File: src/cpu_pkg.sv
package cpu_pkg;

	typedef logic [31:0] word_t;
	typedef logic [4:0] reg_addr_t;

	localparam word_t RESET_PC = 32'hBFC00000;
	localparam int FIFO_DEPTH = 4;

	// major opcodes
	localparam logic [5:0] OP_SPECIAL = 6'b000000;
	localparam logic [5:0] OP_ADDIU = 6'b001001;
	localparam logic [5:0] OP_SLTI = 6'b001010;
	localparam logic [5:0] OP_ANDI = 6'b001100;
	localparam logic [5:0] OP_ORI = 6'b001101;
	localparam logic [5:0] OP_XORI = 6'b001110;
	localparam logic [5:0] OP_LUI = 6'b001111;
	localparam logic [5:0] OP_LW = 6'b100011;
	localparam logic [5:0] OP_SW = 6'b101011;

	// special funct field
	localparam logic [5:0] FN_SLL = 6'b000000;
	localparam logic [5:0] FN_SRL = 6'b000010;
	localparam logic [5:0] FN_ADDU = 6'b100001;
	localparam logic [5:0] FN_SUBU = 6'b100011;
	localparam logic [5:0] FN_AND = 6'b100100;
	localparam logic [5:0] FN_OR = 6'b100101;
	localparam logic [5:0] FN_XOR = 6'b100110;
	localparam logic [5:0] FN_SLT = 6'b101010;

	typedef enum logic [3:0] {
		ALU_NOP,
		ALU_ADD,
		ALU_SUB,
		ALU_AND,
		ALU_OR,
		ALU_XOR,
		ALU_SLT,
		ALU_SLL,
		ALU_SRL,
		ALU_LUI
	} alu_op_e;

	typedef struct packed {
		word_t inst;
		word_t pc;
	} inst_entry_t;

	typedef struct packed {
		reg_addr_t rs;
		reg_addr_t rt;
		reg_addr_t dest;
		logic reg_wen;
		alu_op_e alu_op;
		logic use_imm;
		word_t imm_value;
		logic [4:0] shamt;
		logic is_load;
		logic is_store;
	} decoded_t;

	// kseg0 to 0x0, kseg1 to 0x1
	function automatic word_t map_addr(word_t vaddr);
		case (vaddr[31:28])
			4'h8: return {4'h0, vaddr[27:0]};
			4'hB: return {4'h1, vaddr[27:0]};
			default: return vaddr;
		endcase
	endfunction

	// shifts take the amount in a and the value in b
	function automatic word_t alu_exec(alu_op_e op, word_t a, word_t b);
		case (op)
			ALU_ADD: return a + b;
			ALU_SUB: return a - b;
			ALU_AND: return a & b;
			ALU_OR: return a | b;
			ALU_XOR: return a ^ b;
			ALU_SLT: return {31'b0, $signed(a) < $signed(b)};
			ALU_SLL: return b << a[4:0];
			ALU_SRL: return b >> a[4:0];
			ALU_LUI: return b;
			default: return '0;
		endcase
	endfunction

endpackage
File: src/mem_bus_if.sv
// four-phase req/ack memory link
// req up, ack up, req down, ack down
interface mem_bus_if;
	logic req;
	logic we;
	logic [31:0] addr;
	logic [31:0] wdata;
	logic ack;
	logic [31:0] rdata;

	modport master (
		output req, we, addr, wdata,
		input ack, rdata
	);

	modport slave (
		input req, we, addr, wdata,
		output ack, rdata
	);

endinterface

File: src/fetch_unit.sv
module fetch_unit
	import cpu_pkg::*;
(
	input logic clk,
	input logic rst_n,
	mem_bus_if.master bus,
	output inst_entry_t head0,
	output inst_entry_t head1,
	output logic [2:0] count,
	input logic [1:0] pop_count
);

	inst_entry_t queue [FIFO_DEPTH];
	logic [$clog2(FIFO_DEPTH)-1:0] wr_ptr;
	logic [$clog2(FIFO_DEPTH)-1:0] rd_ptr;
	logic [2:0] cnt;
	word_t pc;
	logic req;
	logic push;
	logic start;

	// one fetch in flight at most, so a free slot is enough
	assign start = !req && !bus.ack && (cnt < FIFO_DEPTH);
	assign push = req && bus.ack;

	assign bus.req = req;
	assign bus.we = 1'b0;
	assign bus.addr = map_addr(pc);
	assign bus.wdata = '0;

	always_ff @(posedge clk or negedge rst_n) begin
		if (!rst_n) begin
			req <= 1'b0;
			pc <= RESET_PC;
		end else begin
			if (push) begin
				req <= 1'b0;
				pc <= pc + 32'd4;
			end else if (start) begin
				req <= 1'b1;
			end
		end
	end

	always_ff @(posedge clk or negedge rst_n) begin
		if (!rst_n) begin
			wr_ptr <= '0;
			rd_ptr <= '0;
			cnt <= '0;
		end else begin
			if (push) begin
				wr_ptr <= wr_ptr + 1'b1;
			end
			rd_ptr <= rd_ptr + pop_count;
			cnt <= cnt + 3'(push) - 3'(pop_count);
		end
	end

	// queue payload
	always_ff @(posedge clk) begin
		if (push) begin
			queue[wr_ptr] <= '{inst: bus.rdata, pc: pc};
		end
	end

	assign head0 = queue[rd_ptr];
	assign head1 = queue[rd_ptr + 1'b1];
	assign count = cnt;

	// request held until the arbiter passes ack back
	assert property (@(posedge clk) disable iff (!rst_n) req && !bus.ack |=> req);

	// a wrapped difference also catches issue popping more than it sees
	assert property (@(posedge clk) disable iff (!rst_n)
		push |-> (cnt - 3'(pop_count)) < FIFO_DEPTH);

endmodule

File: src/flat_wrapper.sv
// flat-port wrapper written by rule: the top's interface ports become plain ports
module fetch_unit_flat import cpu_pkg::*;
  (clk, rst_n, head0, head1, count, pop_count, bus_req, bus_we, bus_addr, bus_wdata, bus_ack, bus_rdata);
  mem_bus_if bus_i ();
  input logic clk;
  input logic rst_n;
  output inst_entry_t head0;
  output inst_entry_t head1;
  output logic [2:0] count;
  input logic [1:0] pop_count;
  output wire logic [$bits(bus_i.req)-1:0] bus_req;
  output wire logic [$bits(bus_i.we)-1:0] bus_we;
  output wire logic [$bits(bus_i.addr)-1:0] bus_addr;
  output wire logic [$bits(bus_i.wdata)-1:0] bus_wdata;
  input wire logic [$bits(bus_i.ack)-1:0] bus_ack;
  input wire logic [$bits(bus_i.rdata)-1:0] bus_rdata;
  assign bus_req = bus_i.req;
  assign bus_we = bus_i.we;
  assign bus_addr = bus_i.addr;
  assign bus_wdata = bus_i.wdata;
  assign bus_i.ack = bus_ack;
  assign bus_i.rdata = bus_rdata;
  fetch_unit u_core (.clk(clk), .rst_n(rst_n), .bus(bus_i), .head0(head0), .head1(head1), .count(count), .pop_count(pop_count));
endmodule
File: config.mk
export PLATFORM = sky130hd
export DESIGN_NAME = fetch_unit_flat
export DESIGN_NICKNAME = d
export VERILOG_FILES = /design/src/cpu_pkg.sv /design/src/mem_bus_if.sv /design/src/fetch_unit.sv /design/src/flat_wrapper.sv
export SDC_FILE = /design/constraint.sdc
export NUM_CORES = 1
export LEC_CHECK = 0
export BUFFER_PORTS_ARGS = -buffer_cell sky130_fd_sc_hd__buf_2
export CAP_MARGIN = 40
export CORE_MARGIN = 5
export CORE_UTILIZATION = 43
export CTS_CLUSTER_DIAMETER = 200
export DETAILED_ROUTE_END_ITERATION = 6
export PLACE_DENSITY_LB_ADDON = 0.12
export RECOVER_POWER = 50
export SLEW_MARGIN = 10
export SYNTH_ARGS = -nofsm -noshare
export SYNTH_HDL_FRONTEND = slang
export SYNTH_SLANG_ARGS = --single-unit
export TNS_END_PERCENT = 20
File: constraint.sdc
create_clock -name clk -period 4.9 [get_ports clk]
set_input_delay 0.98 -clock clk [delete_from_list [all_inputs] [get_ports clk]]
set_output_delay 0.98 -clock clk [all_outputs]
set_load 0.02 [all_outputs]
==> results by group <==
Run status
  • Status: finished with violations
  • Failing checks: capacitance limit, slew limit

Placed design
  • Placed cell area: 14020 µm²
  • Hpwl dp: around 18 mm
  • Number of port buffers: 194
  • DP Worst Slack: about 1.7 ns
  • Final RePlAce weighted congestion: 0.7419

Worst setup path
  • WP buf/inv: 3
  • CP Max Fanout: 36
  • Kind of critical path: reg2out
  • Reg2reg path depth: 4
  • CP max stage delay: between 1 and 1.5 ns
  • CP delay by family, top: flip-flops
  • R2R Setup Slk: approximately 2.5 ns
  • Endpoint type of the worst setup path: primary output
  • Critical path, cell by cell: buf_12 > buf_4 > mux4_2 > buf_2
  • Startpoint Class: flip-flop
  • Worst Path Required: between 3 and 4 ns
  • Worst path slowest cell: dfrtp_1
  • Reg2reg end: u_core.queue[2][37]
  • Reg2reg start: u_core.wr_ptr[0]
  • Critical Path AT: about 3.2 ns

Logic synthesis
  • Cell types occupying the most area after synthesis: edfxtp_1 58%, mux4_2 22%, dfrtp_1 5.7%
  • Synth cell count leaders: 248 x edfxtp_1, 124 x mux4_2, 71 x buf_4
  • Mapped cell area: around 13000 µm²
  • #FFs+latches synth: approximately 290
  • Yosys warnings: 0
  • Largest area contributor in the netlist: edfxtp_1
  • Post-synthesis sequential area ratio: 65.55%
  • Distinct cells, synth: 32
  • Number of flops mapped to enable cells by yosys: roughly 250
  • Ys async rst share: 13.29%
  • Synthesized area per cell: between 20 and 25 µm²
  • Share of the synthesized area in the top cell type: between 50% and 60%
  • Ys flop type: edfxtp_1
  • Top-count cell post-synth: edfxtp_1
  • Cells after synthesis: ~630

Floorplan
  • Starting Density: around 43%
  • Core Region: between 20000 and 30000 µm²
  • # IOs: approximately 230
  • FP Rows: 63
  • Die Footprint: 33390 µm²
  • Chip Width: ~180 µm
  • Die height: roughly 180 µm

Timing
  • Final setup vio count: 0
  • Setup_tns: 0 ns
  • Unrepaired setup endpoints after global routing: no
  • Fin. max-slew vios: between 60 and 70
  • Min cycle time layout: approximately 4.2 ns
  • Final Hold Viols: 0
  • Worst-Margin Slew: between 1.5 and 2 ns
  • Relative slew slack: -14.21%
  • Fmax: 239.1 MHz
  • Period utilization: 85.36%
  • Worst Slack Setup Final: between 0.7 and 0.8 ns
  • Skew final: ~0.015 ns

Detailed routing
  • Post-route ant nets: 0
  • Wire length per cell: between 20 and 25 µm
  • Drt drc: 0
  • Via density: around 5.4
  • Via count: about 6600
  • Total wire length: 26.74 mm
  • DRT Pass-1 Iters: 5
  • DR iter-0 viols: 340

Clock tree
  • Clock transition at path regs: 0.06 ns
  • Hold_buf cts: 0
  • H-tree Lvls: 1
  • Clock latency on the worst-skew pair: ~0.54 ns
  • Setup Buffers After CTS: 0
  • CTS tree: built
  • Clk buf depth: 3
  • # resized after CTS: 0
  • Clk Tree Root Cell: clkbuf_16
  • Cts bufs inserted: 31
  • Sink Count: 286

Global route
  • Total Routing Usage GR: about 16%
  • Number of global-route vias before repair: about 7000
  • Largest net degree at the start of global routing: between 40 and 50
  • Initial antenna violation count: 1
  • Total gr overflow: 0
  • Wire length of the first global-routing pass: 41.59 mm

Min path
  • HP Class: in2async

Cells and area
  • Design area: approximately 15000 µm²
  • Ratio of cells with drive above 1 in the final layout: a little over two fifths
  • Ant. Diodes: 0
  • Nets: approximately 860
  • Layout area overhead: 16.86%

Power
  • Pwr/cell area: slightly above 600 nW/µm²
  • LEAKAGE: between 5 and 6 nW
  • Peak VDD IR: 0.0003225 V

Job
  • Max-Cap Viols: 2
metrics by stage:
stage                     total power [mW]  cells  hold slack [ns]  utilization (%)
after floorplan                      5.776    670           0.4607                -
after global placement               6.723   1162           0.5126            46.92
after detailed placement             6.814   1168           0.5136            47.43
after CTS                            9.207   1225           0.2680            51.00
after global routing                 9.511   1225           0.4022            50.72
final                                9.051   1225           0.3601            50.72
logic make-up after synthesis:
| logic type | synth area share (%) |
|---|---|
| other | 0.02923 |
| muxes | 21.86 |
| AOI/OAI and AO/OA | 0.1950 |
| adders and majority gates | 1.034 |
| and+or+nand+nor | 3.492 |
| xor gates and xnor gates | 2.390 |
| buffers and inverters | 5.452 |
| DFF | 65.55 |
final cells by class:
type / instances / area (µm²)
tap: 390 / 488.0
clock buffer: 37 / 798.3
fill: 2427 / 14570
timing repair buffer: 206 / 1132
multi-input combinational: 275 / 3862
clock inverter: 20 / 256.5
sequential: 286 / 8413
inverter: 11 / 41.29
layout by cell type (no fill, tap or decap), types with 9 or more instances in the layout:
cell type and n:
dfstp_1 9, dfrtp_1 28, nand2_1 9, clkbuf_1 41
ha_1 9, conb_1 39, clkbuf_16 31, mux4_2 124
buf_2 160, xor2_1 14, nand3_1 10, edfxtp_1 248
xnor2_1 21, and3_1 10, inv_1 11
metal layers:
metal  global-route usage, %  vias up  wire length, µm
li1                        -     2850                -
met1                   21.57     3498            11010
met2                   26.88      207            13430
met3                   3.010       40             1689
met4                   3.482        2              588
met5                       0        -               13
state kept, by name, indices dropped and copies added (netlist names):
name	flops
u_core.bus.req	1
u_core.count	3
u_core.pc	30
u_core.queue	248
u_core.rd_ptr	2
u_core.wr_ptr	2
where the power goes:
part | switching (mW) | internal [mW] | leakage (nW) | total [mW]
sequential | 0.280 | 2.91 | 2.71 | 3.19
combinational | 1.93 | 1.56 | 2.17 | 3.49
clock | 0.895 | 1.47 | 0.509 | 2.37
total | 3.10 | 5.95 | 5.39 | 9.05
worst register-to-register path: cells and delay by family, from the launching register on:
| family | cells | cell delay (ns) |
|---|---|---|
| fa+ha+maj | 1 | 0.17 |
| buf+inv | 2 | 0.48 |
| flops | 1 | 0.40 |
| simple gates | 1 | 1.01 |
worst max path at each step:
stage,start,endpoint,slack [ns],depth (start not counted)
floorplan,bus_ack,u_core.queue[0][10],1.99,1
global placement,u_core.rd_ptr[1],head0[33],1.78,3
detailed placement,u_core.rd_ptr[1],head0[33],1.74,3
CTS,u_core.rd_ptr[1],head0[33],1.17,3
global route,u_core.rd_ptr[0],head0[40],0.51,4
finish,u_core.rd_ptr[0],head0[27],0.72,4
No activity file was read; power rests on OpenSTA's default activity.
