## config.mk

```make
export PLATFORM = sky130hd
export DESIGN_NAME = mem_arbiter_flat
export DESIGN_NICKNAME = d
export VERILOG_FILES = /design/src/cpu_pkg.sv /design/src/mem_bus_if.sv /design/src/mem_arbiter.sv /design/src/flat_wrapper.sv
export SDC_FILE = /design/constraint.sdc
export NUM_CORES = 1
export LEC_CHECK = 0
export BUFFER_PORTS_ARGS = -buffer_cell sky130_fd_sc_hd__buf_2
export CAP_MARGIN = 20
export CORE_AREA = 3 3 115 117
export CTS_CLUSTER_DIAMETER = 30
export DETAILED_ROUTE_END_ITERATION = 10
export DIE_AREA = 0 0 118 120
export MAX_ROUTING_LAYER = met4
export PLACE_DENSITY = 0.49
export REMOVE_ABC_BUFFERS = 1
export SKIP_LAST_GASP = 1
export SYNTH_ARGS = -nofsm -noshare
export SYNTH_HDL_FRONTEND = slang
export SYNTH_SLANG_ARGS = --single-unit
export TNS_END_PERCENT = 50
```

## constraint.sdc

```tcl
create_clock -name clk -period 2.83 [get_ports clk]
set_input_delay 0.566 -clock clk [delete_from_list [all_inputs] [get_ports clk]]
set_output_delay 0.566 -clock clk [all_outputs]
set_load 0.02 [all_outputs]
```

## src/cpu_pkg.sv

```systemverilog
package cpu_pkg;

	typedef logic [31:0] word_t;
	typedef logic [4:0] reg_addr_t;

	localparam word_t RESET_PC = 32'hBFC00000;
	localparam int FIFO_DEPTH = 4;

	// major opcodes
	localparam logic [5:0] OP_SPECIAL = 6'b000000;
	localparam logic [5:0] OP_ADDIU = 6'b001001;
	localparam logic [5:0] OP_SLTI = 6'b001010;
	localparam logic [5:0] OP_ANDI = 6'b001100;
	localparam logic [5:0] OP_ORI = 6'b001101;
	localparam logic [5:0] OP_XORI = 6'b001110;
	localparam logic [5:0] OP_LUI = 6'b001111;
	localparam logic [5:0] OP_LW = 6'b100011;
	localparam logic [5:0] OP_SW = 6'b101011;

	// special funct field
	localparam logic [5:0] FN_SLL = 6'b000000;
	localparam logic [5:0] FN_SRL = 6'b000010;
	localparam logic [5:0] FN_ADDU = 6'b100001;
	localparam logic [5:0] FN_SUBU = 6'b100011;
	localparam logic [5:0] FN_AND = 6'b100100;
	localparam logic [5:0] FN_OR = 6'b100101;
	localparam logic [5:0] FN_XOR = 6'b100110;
	localparam logic [5:0] FN_SLT = 6'b101010;

	typedef enum logic [3:0] {
		ALU_NOP,
		ALU_ADD,
		ALU_SUB,
		ALU_AND,
		ALU_OR,
		ALU_XOR,
		ALU_SLT,
		ALU_SLL,
		ALU_SRL,
		ALU_LUI
	} alu_op_e;

	typedef struct packed {
		word_t inst;
		word_t pc;
	} inst_entry_t;

	typedef struct packed {
		reg_addr_t rs;
		reg_addr_t rt;
		reg_addr_t dest;
		logic reg_wen;
		alu_op_e alu_op;
		logic use_imm;
		word_t imm_value;
		logic [4:0] shamt;
		logic is_load;
		logic is_store;
	} decoded_t;

	// kseg0 to 0x0, kseg1 to 0x1
	function automatic word_t map_addr(word_t vaddr);
		case (vaddr[31:28])
			4'h8: return {4'h0, vaddr[27:0]};
			4'hB: return {4'h1, vaddr[27:0]};
			default: return vaddr;
		endcase
	endfunction

	// shifts take the amount in a and the value in b
	function automatic word_t alu_exec(alu_op_e op, word_t a, word_t b);
		case (op)
			ALU_ADD: return a + b;
			ALU_SUB: return a - b;
			ALU_AND: return a & b;
			ALU_OR: return a | b;
			ALU_XOR: return a ^ b;
			ALU_SLT: return {31'b0, $signed(a) < $signed(b)};
			ALU_SLL: return b << a[4:0];
			ALU_SRL: return b >> a[4:0];
			ALU_LUI: return b;
			default: return '0;
		endcase
	endfunction

endpackage
```

## src/mem_bus_if.sv

```systemverilog
// four-phase req/ack memory link
// req up, ack up, req down, ack down
interface mem_bus_if;
	logic req;
	logic we;
	logic [31:0] addr;
	logic [31:0] wdata;
	logic ack;
	logic [31:0] rdata;

	modport master (
		output req, we, addr, wdata,
		input ack, rdata
	);

	modport slave (
		input req, we, addr, wdata,
		output ack, rdata
	);

endinterface

```

## src/mem_arbiter.sv

```systemverilog
module mem_arbiter
	import cpu_pkg::*;
(
	input logic clk,
	input logic rst_n,
	mem_bus_if.slave fetch_bus,
	mem_bus_if.slave data_bus,
	output logic mem_req,
	output logic mem_we,
	output word_t mem_addr,
	output word_t mem_wdata,
	input logic mem_ack,
	input word_t mem_rdata
);

	typedef enum logic [1:0] {GNT_IDLE, GNT_FETCH, GNT_DATA} gnt_e;

	gnt_e gnt;
	gnt_e sel;
	gnt_e gnt_next;
	logic sel_req;

	// idle port picks straight away, data first
	always_comb begin
		sel = gnt;
		if (gnt == GNT_IDLE) begin
			if (data_bus.req) begin
				sel = GNT_DATA;
			end else if (fetch_bus.req) begin
				sel = GNT_FETCH;
			end
		end
	end

	assign sel_req = (sel == GNT_DATA) ? data_bus.req :
		(sel == GNT_FETCH) ? fetch_bus.req : 1'b0;

	// released once req and ack are both back low
	assign gnt_next = (sel != GNT_IDLE && !sel_req && !mem_ack) ? GNT_IDLE : sel;

	always_ff @(posedge clk or negedge rst_n) begin
		if (!rst_n) begin
			gnt <= GNT_IDLE;
		end else begin
			gnt <= gnt_next;
		end
	end

	assign mem_req = sel_req;
	assign mem_we = (sel == GNT_DATA) ? data_bus.we : (sel == GNT_FETCH) && fetch_bus.we;
	assign mem_addr = (sel == GNT_DATA) ? data_bus.addr : fetch_bus.addr;
	assign mem_wdata = (sel == GNT_DATA) ? data_bus.wdata : fetch_bus.wdata;

	assign fetch_bus.ack = (sel == GNT_FETCH) && mem_ack;
	assign fetch_bus.rdata = (sel == GNT_FETCH) ? mem_rdata : '0;
	assign data_bus.ack = (sel == GNT_DATA) && mem_ack;
	assign data_bus.rdata = (sel == GNT_DATA) ? mem_rdata : '0;

	// an ack from memory always has a granted master to go to
	assert property (@(posedge clk) disable iff (!rst_n)
		mem_ack |-> sel != GNT_IDLE);

endmodule

```

## src/flat_wrapper.sv

```systemverilog
// flat-port wrapper written by rule: the top's interface ports become plain ports
module mem_arbiter_flat import cpu_pkg::*;
  (clk, rst_n, mem_req, mem_we, mem_addr, mem_wdata, mem_ack, mem_rdata, fetch_bus_req, fetch_bus_we, fetch_bus_addr, fetch_bus_wdata, fetch_bus_ack, fetch_bus_rdata, data_bus_req, data_bus_we, data_bus_addr, data_bus_wdata, data_bus_ack, data_bus_rdata);
  mem_bus_if fetch_bus_i ();
  mem_bus_if data_bus_i ();
  input logic clk;
  input logic rst_n;
  output logic mem_req;
  output logic mem_we;
  output word_t mem_addr;
  output word_t mem_wdata;
  input logic mem_ack;
  input word_t mem_rdata;
  input wire logic [$bits(fetch_bus_i.req)-1:0] fetch_bus_req;
  input wire logic [$bits(fetch_bus_i.we)-1:0] fetch_bus_we;
  input wire logic [$bits(fetch_bus_i.addr)-1:0] fetch_bus_addr;
  input wire logic [$bits(fetch_bus_i.wdata)-1:0] fetch_bus_wdata;
  output wire logic [$bits(fetch_bus_i.ack)-1:0] fetch_bus_ack;
  output wire logic [$bits(fetch_bus_i.rdata)-1:0] fetch_bus_rdata;
  input wire logic [$bits(data_bus_i.req)-1:0] data_bus_req;
  input wire logic [$bits(data_bus_i.we)-1:0] data_bus_we;
  input wire logic [$bits(data_bus_i.addr)-1:0] data_bus_addr;
  input wire logic [$bits(data_bus_i.wdata)-1:0] data_bus_wdata;
  output wire logic [$bits(data_bus_i.ack)-1:0] data_bus_ack;
  output wire logic [$bits(data_bus_i.rdata)-1:0] data_bus_rdata;
  assign fetch_bus_i.req = fetch_bus_req;
  assign fetch_bus_i.we = fetch_bus_we;
  assign fetch_bus_i.addr = fetch_bus_addr;
  assign fetch_bus_i.wdata = fetch_bus_wdata;
  assign fetch_bus_ack = fetch_bus_i.ack;
  assign fetch_bus_rdata = fetch_bus_i.rdata;
  assign data_bus_i.req = data_bus_req;
  assign data_bus_i.we = data_bus_we;
  assign data_bus_i.addr = data_bus_addr;
  assign data_bus_i.wdata = data_bus_wdata;
  assign data_bus_ack = data_bus_i.ack;
  assign data_bus_rdata = data_bus_i.rdata;
  mem_arbiter u_core (.clk(clk), .rst_n(rst_n), .fetch_bus(fetch_bus_i), .data_bus(data_bus_i), .mem_req(mem_req), .mem_we(mem_we), .mem_addr(mem_addr), .mem_wdata(mem_wdata), .mem_ack(mem_ack), .mem_rdata(mem_rdata));
endmodule
```

==> flow_summary.yaml <==
timing:
  slew_of_the_pin_with_the_lowest_slew_margin_ns: 0.245
  slew_headroom: 0.837
  report.final.hold_viol_count: 0
  final.setup_skew_ns: 0.000705
  setup_viol: 0
  fin_crit_sh: 0.802
  achievable-frequency_mhz: 441
  final.min_clock_period_ns: 2.27
  timing.hold.ws_ns: 0.128
  final_critical_path_setup_slack_ns: 0.561
  tns_ns: 0
  grt_setup_unrepaired: "no"
  timing.final.max_slew_violations: 0
global_routing:
  grt_start_max_net_pins: 54
  initial_antenna_violation_count: 0
  wire_length_of_the_first_global_routing_pass_mm: 11.3
  grt_overflow_total: 0
  globalRouteTotalUtil: 0.0988
  first_global_vias: 2296
clock_network:
  cts_made_buffers: 3
  post_cts_resized: 0
  post_cts_buffers: 0
  root_buffer_selected_by_cts: "sky130_fd_sc_hd__clkbuf_16"
  htreeDepth: 1
  cts_buffer_depth: 2
  clock_insertion_delay_worst_skew_ns: 0.22
  cts_hold_repair.buffers: 0
  clkSinkCount: 2
  cts_tree: "built"
  clk_pin_slew_worst_paths_ns: 0.03
place:
  buffer_ports.inserted: 298
  placed_cells_incl_taps: 617
  finalWeightedCongestion: 0.794
  dp_hpwl_mm: 6.99
  dp_slack_ns: 0.512
yosys:
  async_reset_ff_frac: 1.00
  syn-instance-count: 157
  yosys_most_used_dff: "sky130_fd_sc_hd__dfrtp_1"
  flops_latches_synth: 2
  post_synth_most_frequent_cells: "sky130_fd_sc_hd__and2_1, sky130_fd_sc_hd__mux2_2, sky130_fd_sc_hd__buf_6"
  post-synth-top-area-fraction: 0.520
  netlist_area_before_placement_um2: 1390
  count_of_cell_types_in_the_netlist: 17
  average_cell_area_after_synthesis_um2: 8.83
  number_of_flops_mapped_to_enable_cells_by_yosys: 0
  synth.top_cells.by_area: "sky130_fd_sc_hd__mux2_2, sky130_fd_sc_hd__and2_1, sky130_fd_sc_hd__buf_6"
  synth_seq_area_share: 0.0361
  yosysTopAreaCell: "sky130_fd_sc_hd__mux2_2"
  synth.most_common_cell: "sky130_fd_sc_hd__and2_1"
  yosysWarnings: 0
critical_path:
  critPathCaptureType: "output pin"
  reg2reg_slack_ns: 1.83
  startpoint_type: "input pin"
  path_max_fanout: 53
  reg2reg_to: "u_core.gnt[0]"
  worst-setup-path-type: "input pin to output pin"
  ff2ff_path_depth: 2
  r2r_start: "u_core.gnt[0]"
  crit_required_ns: 2.26
  worst-endpoint-arrival_ns: 1.70
layout:
  largest_registers: "u_core.gnt: 2 flops"
  area.growth.synth_to_final_pct: 123
  insertedDiodeCount: 0
  layoutNonFillerInstCount: 620
  nNetsFinal: 617
  largest_reg_flops: 2
  proportion_of_layout_cells_with_a_drive_suffix_above_1: 0.826
  largest-register: "u_core.gnt"
power:
  p_per_area_nw_per_um2: 412
  sequentialPowerShare: 0.030
  ir_drop_mv: 0.194
  cell_internal_pwr_w: 0.000660
  sw_frac_of_total: 0.481
  power_switching_w: 0.000612
  leak_pwr_nw: 1.80
  comb_power_share: 0.803
  clockPowerShare: 0.168
floorplan:
  ios: 299
  floorplan.die.height_um: 120
  core_area_um2: 12500
  dieWidth_um: 118
  design.die.area_um2: 14200
  initial_core_util: 0.111
  row_count: 41
hold_path:
  hold_path.class: "input pin to async pin"
drt:
  routed_wl_mm: 7.75
  remaining_drc_errors: 0
  tritonroute_pass_1_iters: 4
  detailedRoute.firstIterationViolations: 20
  route.antenna.remaining_nets: 0
  number_of_vias_in_the_routed_layout: 2254
  via_per_instance_ratio: 3.64
  drt-wirelength-per-cell_um: 12.5
job:
  max-cap-violations: 0
outcome:
  run_status: "complete, no violations"
==> layout make-up <==
class                      instances  area (µm²)
fill                            1365        9380
multi-input combinational        140        1200
clock buffer                       3        75.1
sequential                         2        50.0
tap                              172         215
inverter                           2        7.51
timing repair buffer             301        1540
==> critical path, cell delays in order <==
cell,delay (ns)
sky130_fd_sc_hd__buf_2,0.11
sky130_fd_sc_hd__nor2_2,0.05
sky130_fd_sc_hd__nor2_4,0.15
sky130_fd_sc_hd__buf_12,0.23
sky130_fd_sc_hd__mux2_2,0.37
sky130_fd_sc_hd__buf_2,0.18
==> through the flow <==
step           instance area, µm²   util  power, W
2_1_floorplan                1260      -  0.000664
3_3_place_gp                 3010  0.242   0.00106
3_5_place_dp                 3010  0.242   0.00107
4_1_cts                      3090  0.248   0.00129
5_1_grt                      3090  0.248   0.00135
6_report                     3090  0.248   0.00127
==> layer usage <==
layer,share of wire,vias up,global-route usage
met5,0,-,-
met4,0.0084,0,0.0198
met3,0.085,8,0.0160
met2,0.51,142,0.177
met1,0.39,992,0.117
li1,-,1112,-
==> power by group through the flow <==
stage                     logic (W)  clock network [W]  registers [W]
final                       0.00102           0.000213      0.0000380
after global routing        0.00109           0.000220      0.0000390
after detailed placement    0.00103                  0      0.0000381
after floorplan            0.000627                  0      0.0000374
after global placement      0.00103                  0      0.0000381
after CTS                   0.00103           0.000216      0.0000380
==> cell usage in the layout, fill, tap and decap left out, types with 2 or more instances in the layout <==
master / netlist / routed
sky130_fd_sc_hd__buf_12: 0 / 2
sky130_fd_sc_hd__inv_1: 2 / 2
sky130_fd_sc_hd__nand2_1: 2 / 2
sky130_fd_sc_hd__clkbuf_16: 0 / 3
sky130_fd_sc_hd__dfrtp_1: 2 / 2
sky130_fd_sc_hd__buf_2: 0 / 298
sky130_fd_sc_hd__and2_1: 66 / 66
sky130_fd_sc_hd__mux2_2: 64 / 64
==> how the worst max path moves through the flow <==
stage                        from                  end  slack, ns  cells past startpoint
finish               data_bus_req        mem_wdata[29]       0.56                      6
CTS                 fetch_bus_req  fetch_bus_rdata[30]       0.50                      6
floorplan            data_bus_req          mem_addr[0]       0.01                      3
detailed placement  fetch_bus_req  fetch_bus_rdata[30]       0.51                      6
global route        fetch_bus_req  fetch_bus_rdata[30]       0.39                      6
global placement     data_bus_req  fetch_bus_rdata[30]       0.53                      6
==> cells by family after synthesis <==
family / share of synthesized area
DFF: 0.0361
muxes: 0.520
AOI/OAI and AO/OA: 0.0226
and+or+nand+nor: 0.325
buffers and inverters: 0.0966
Power figures use the tool's default switching activity.
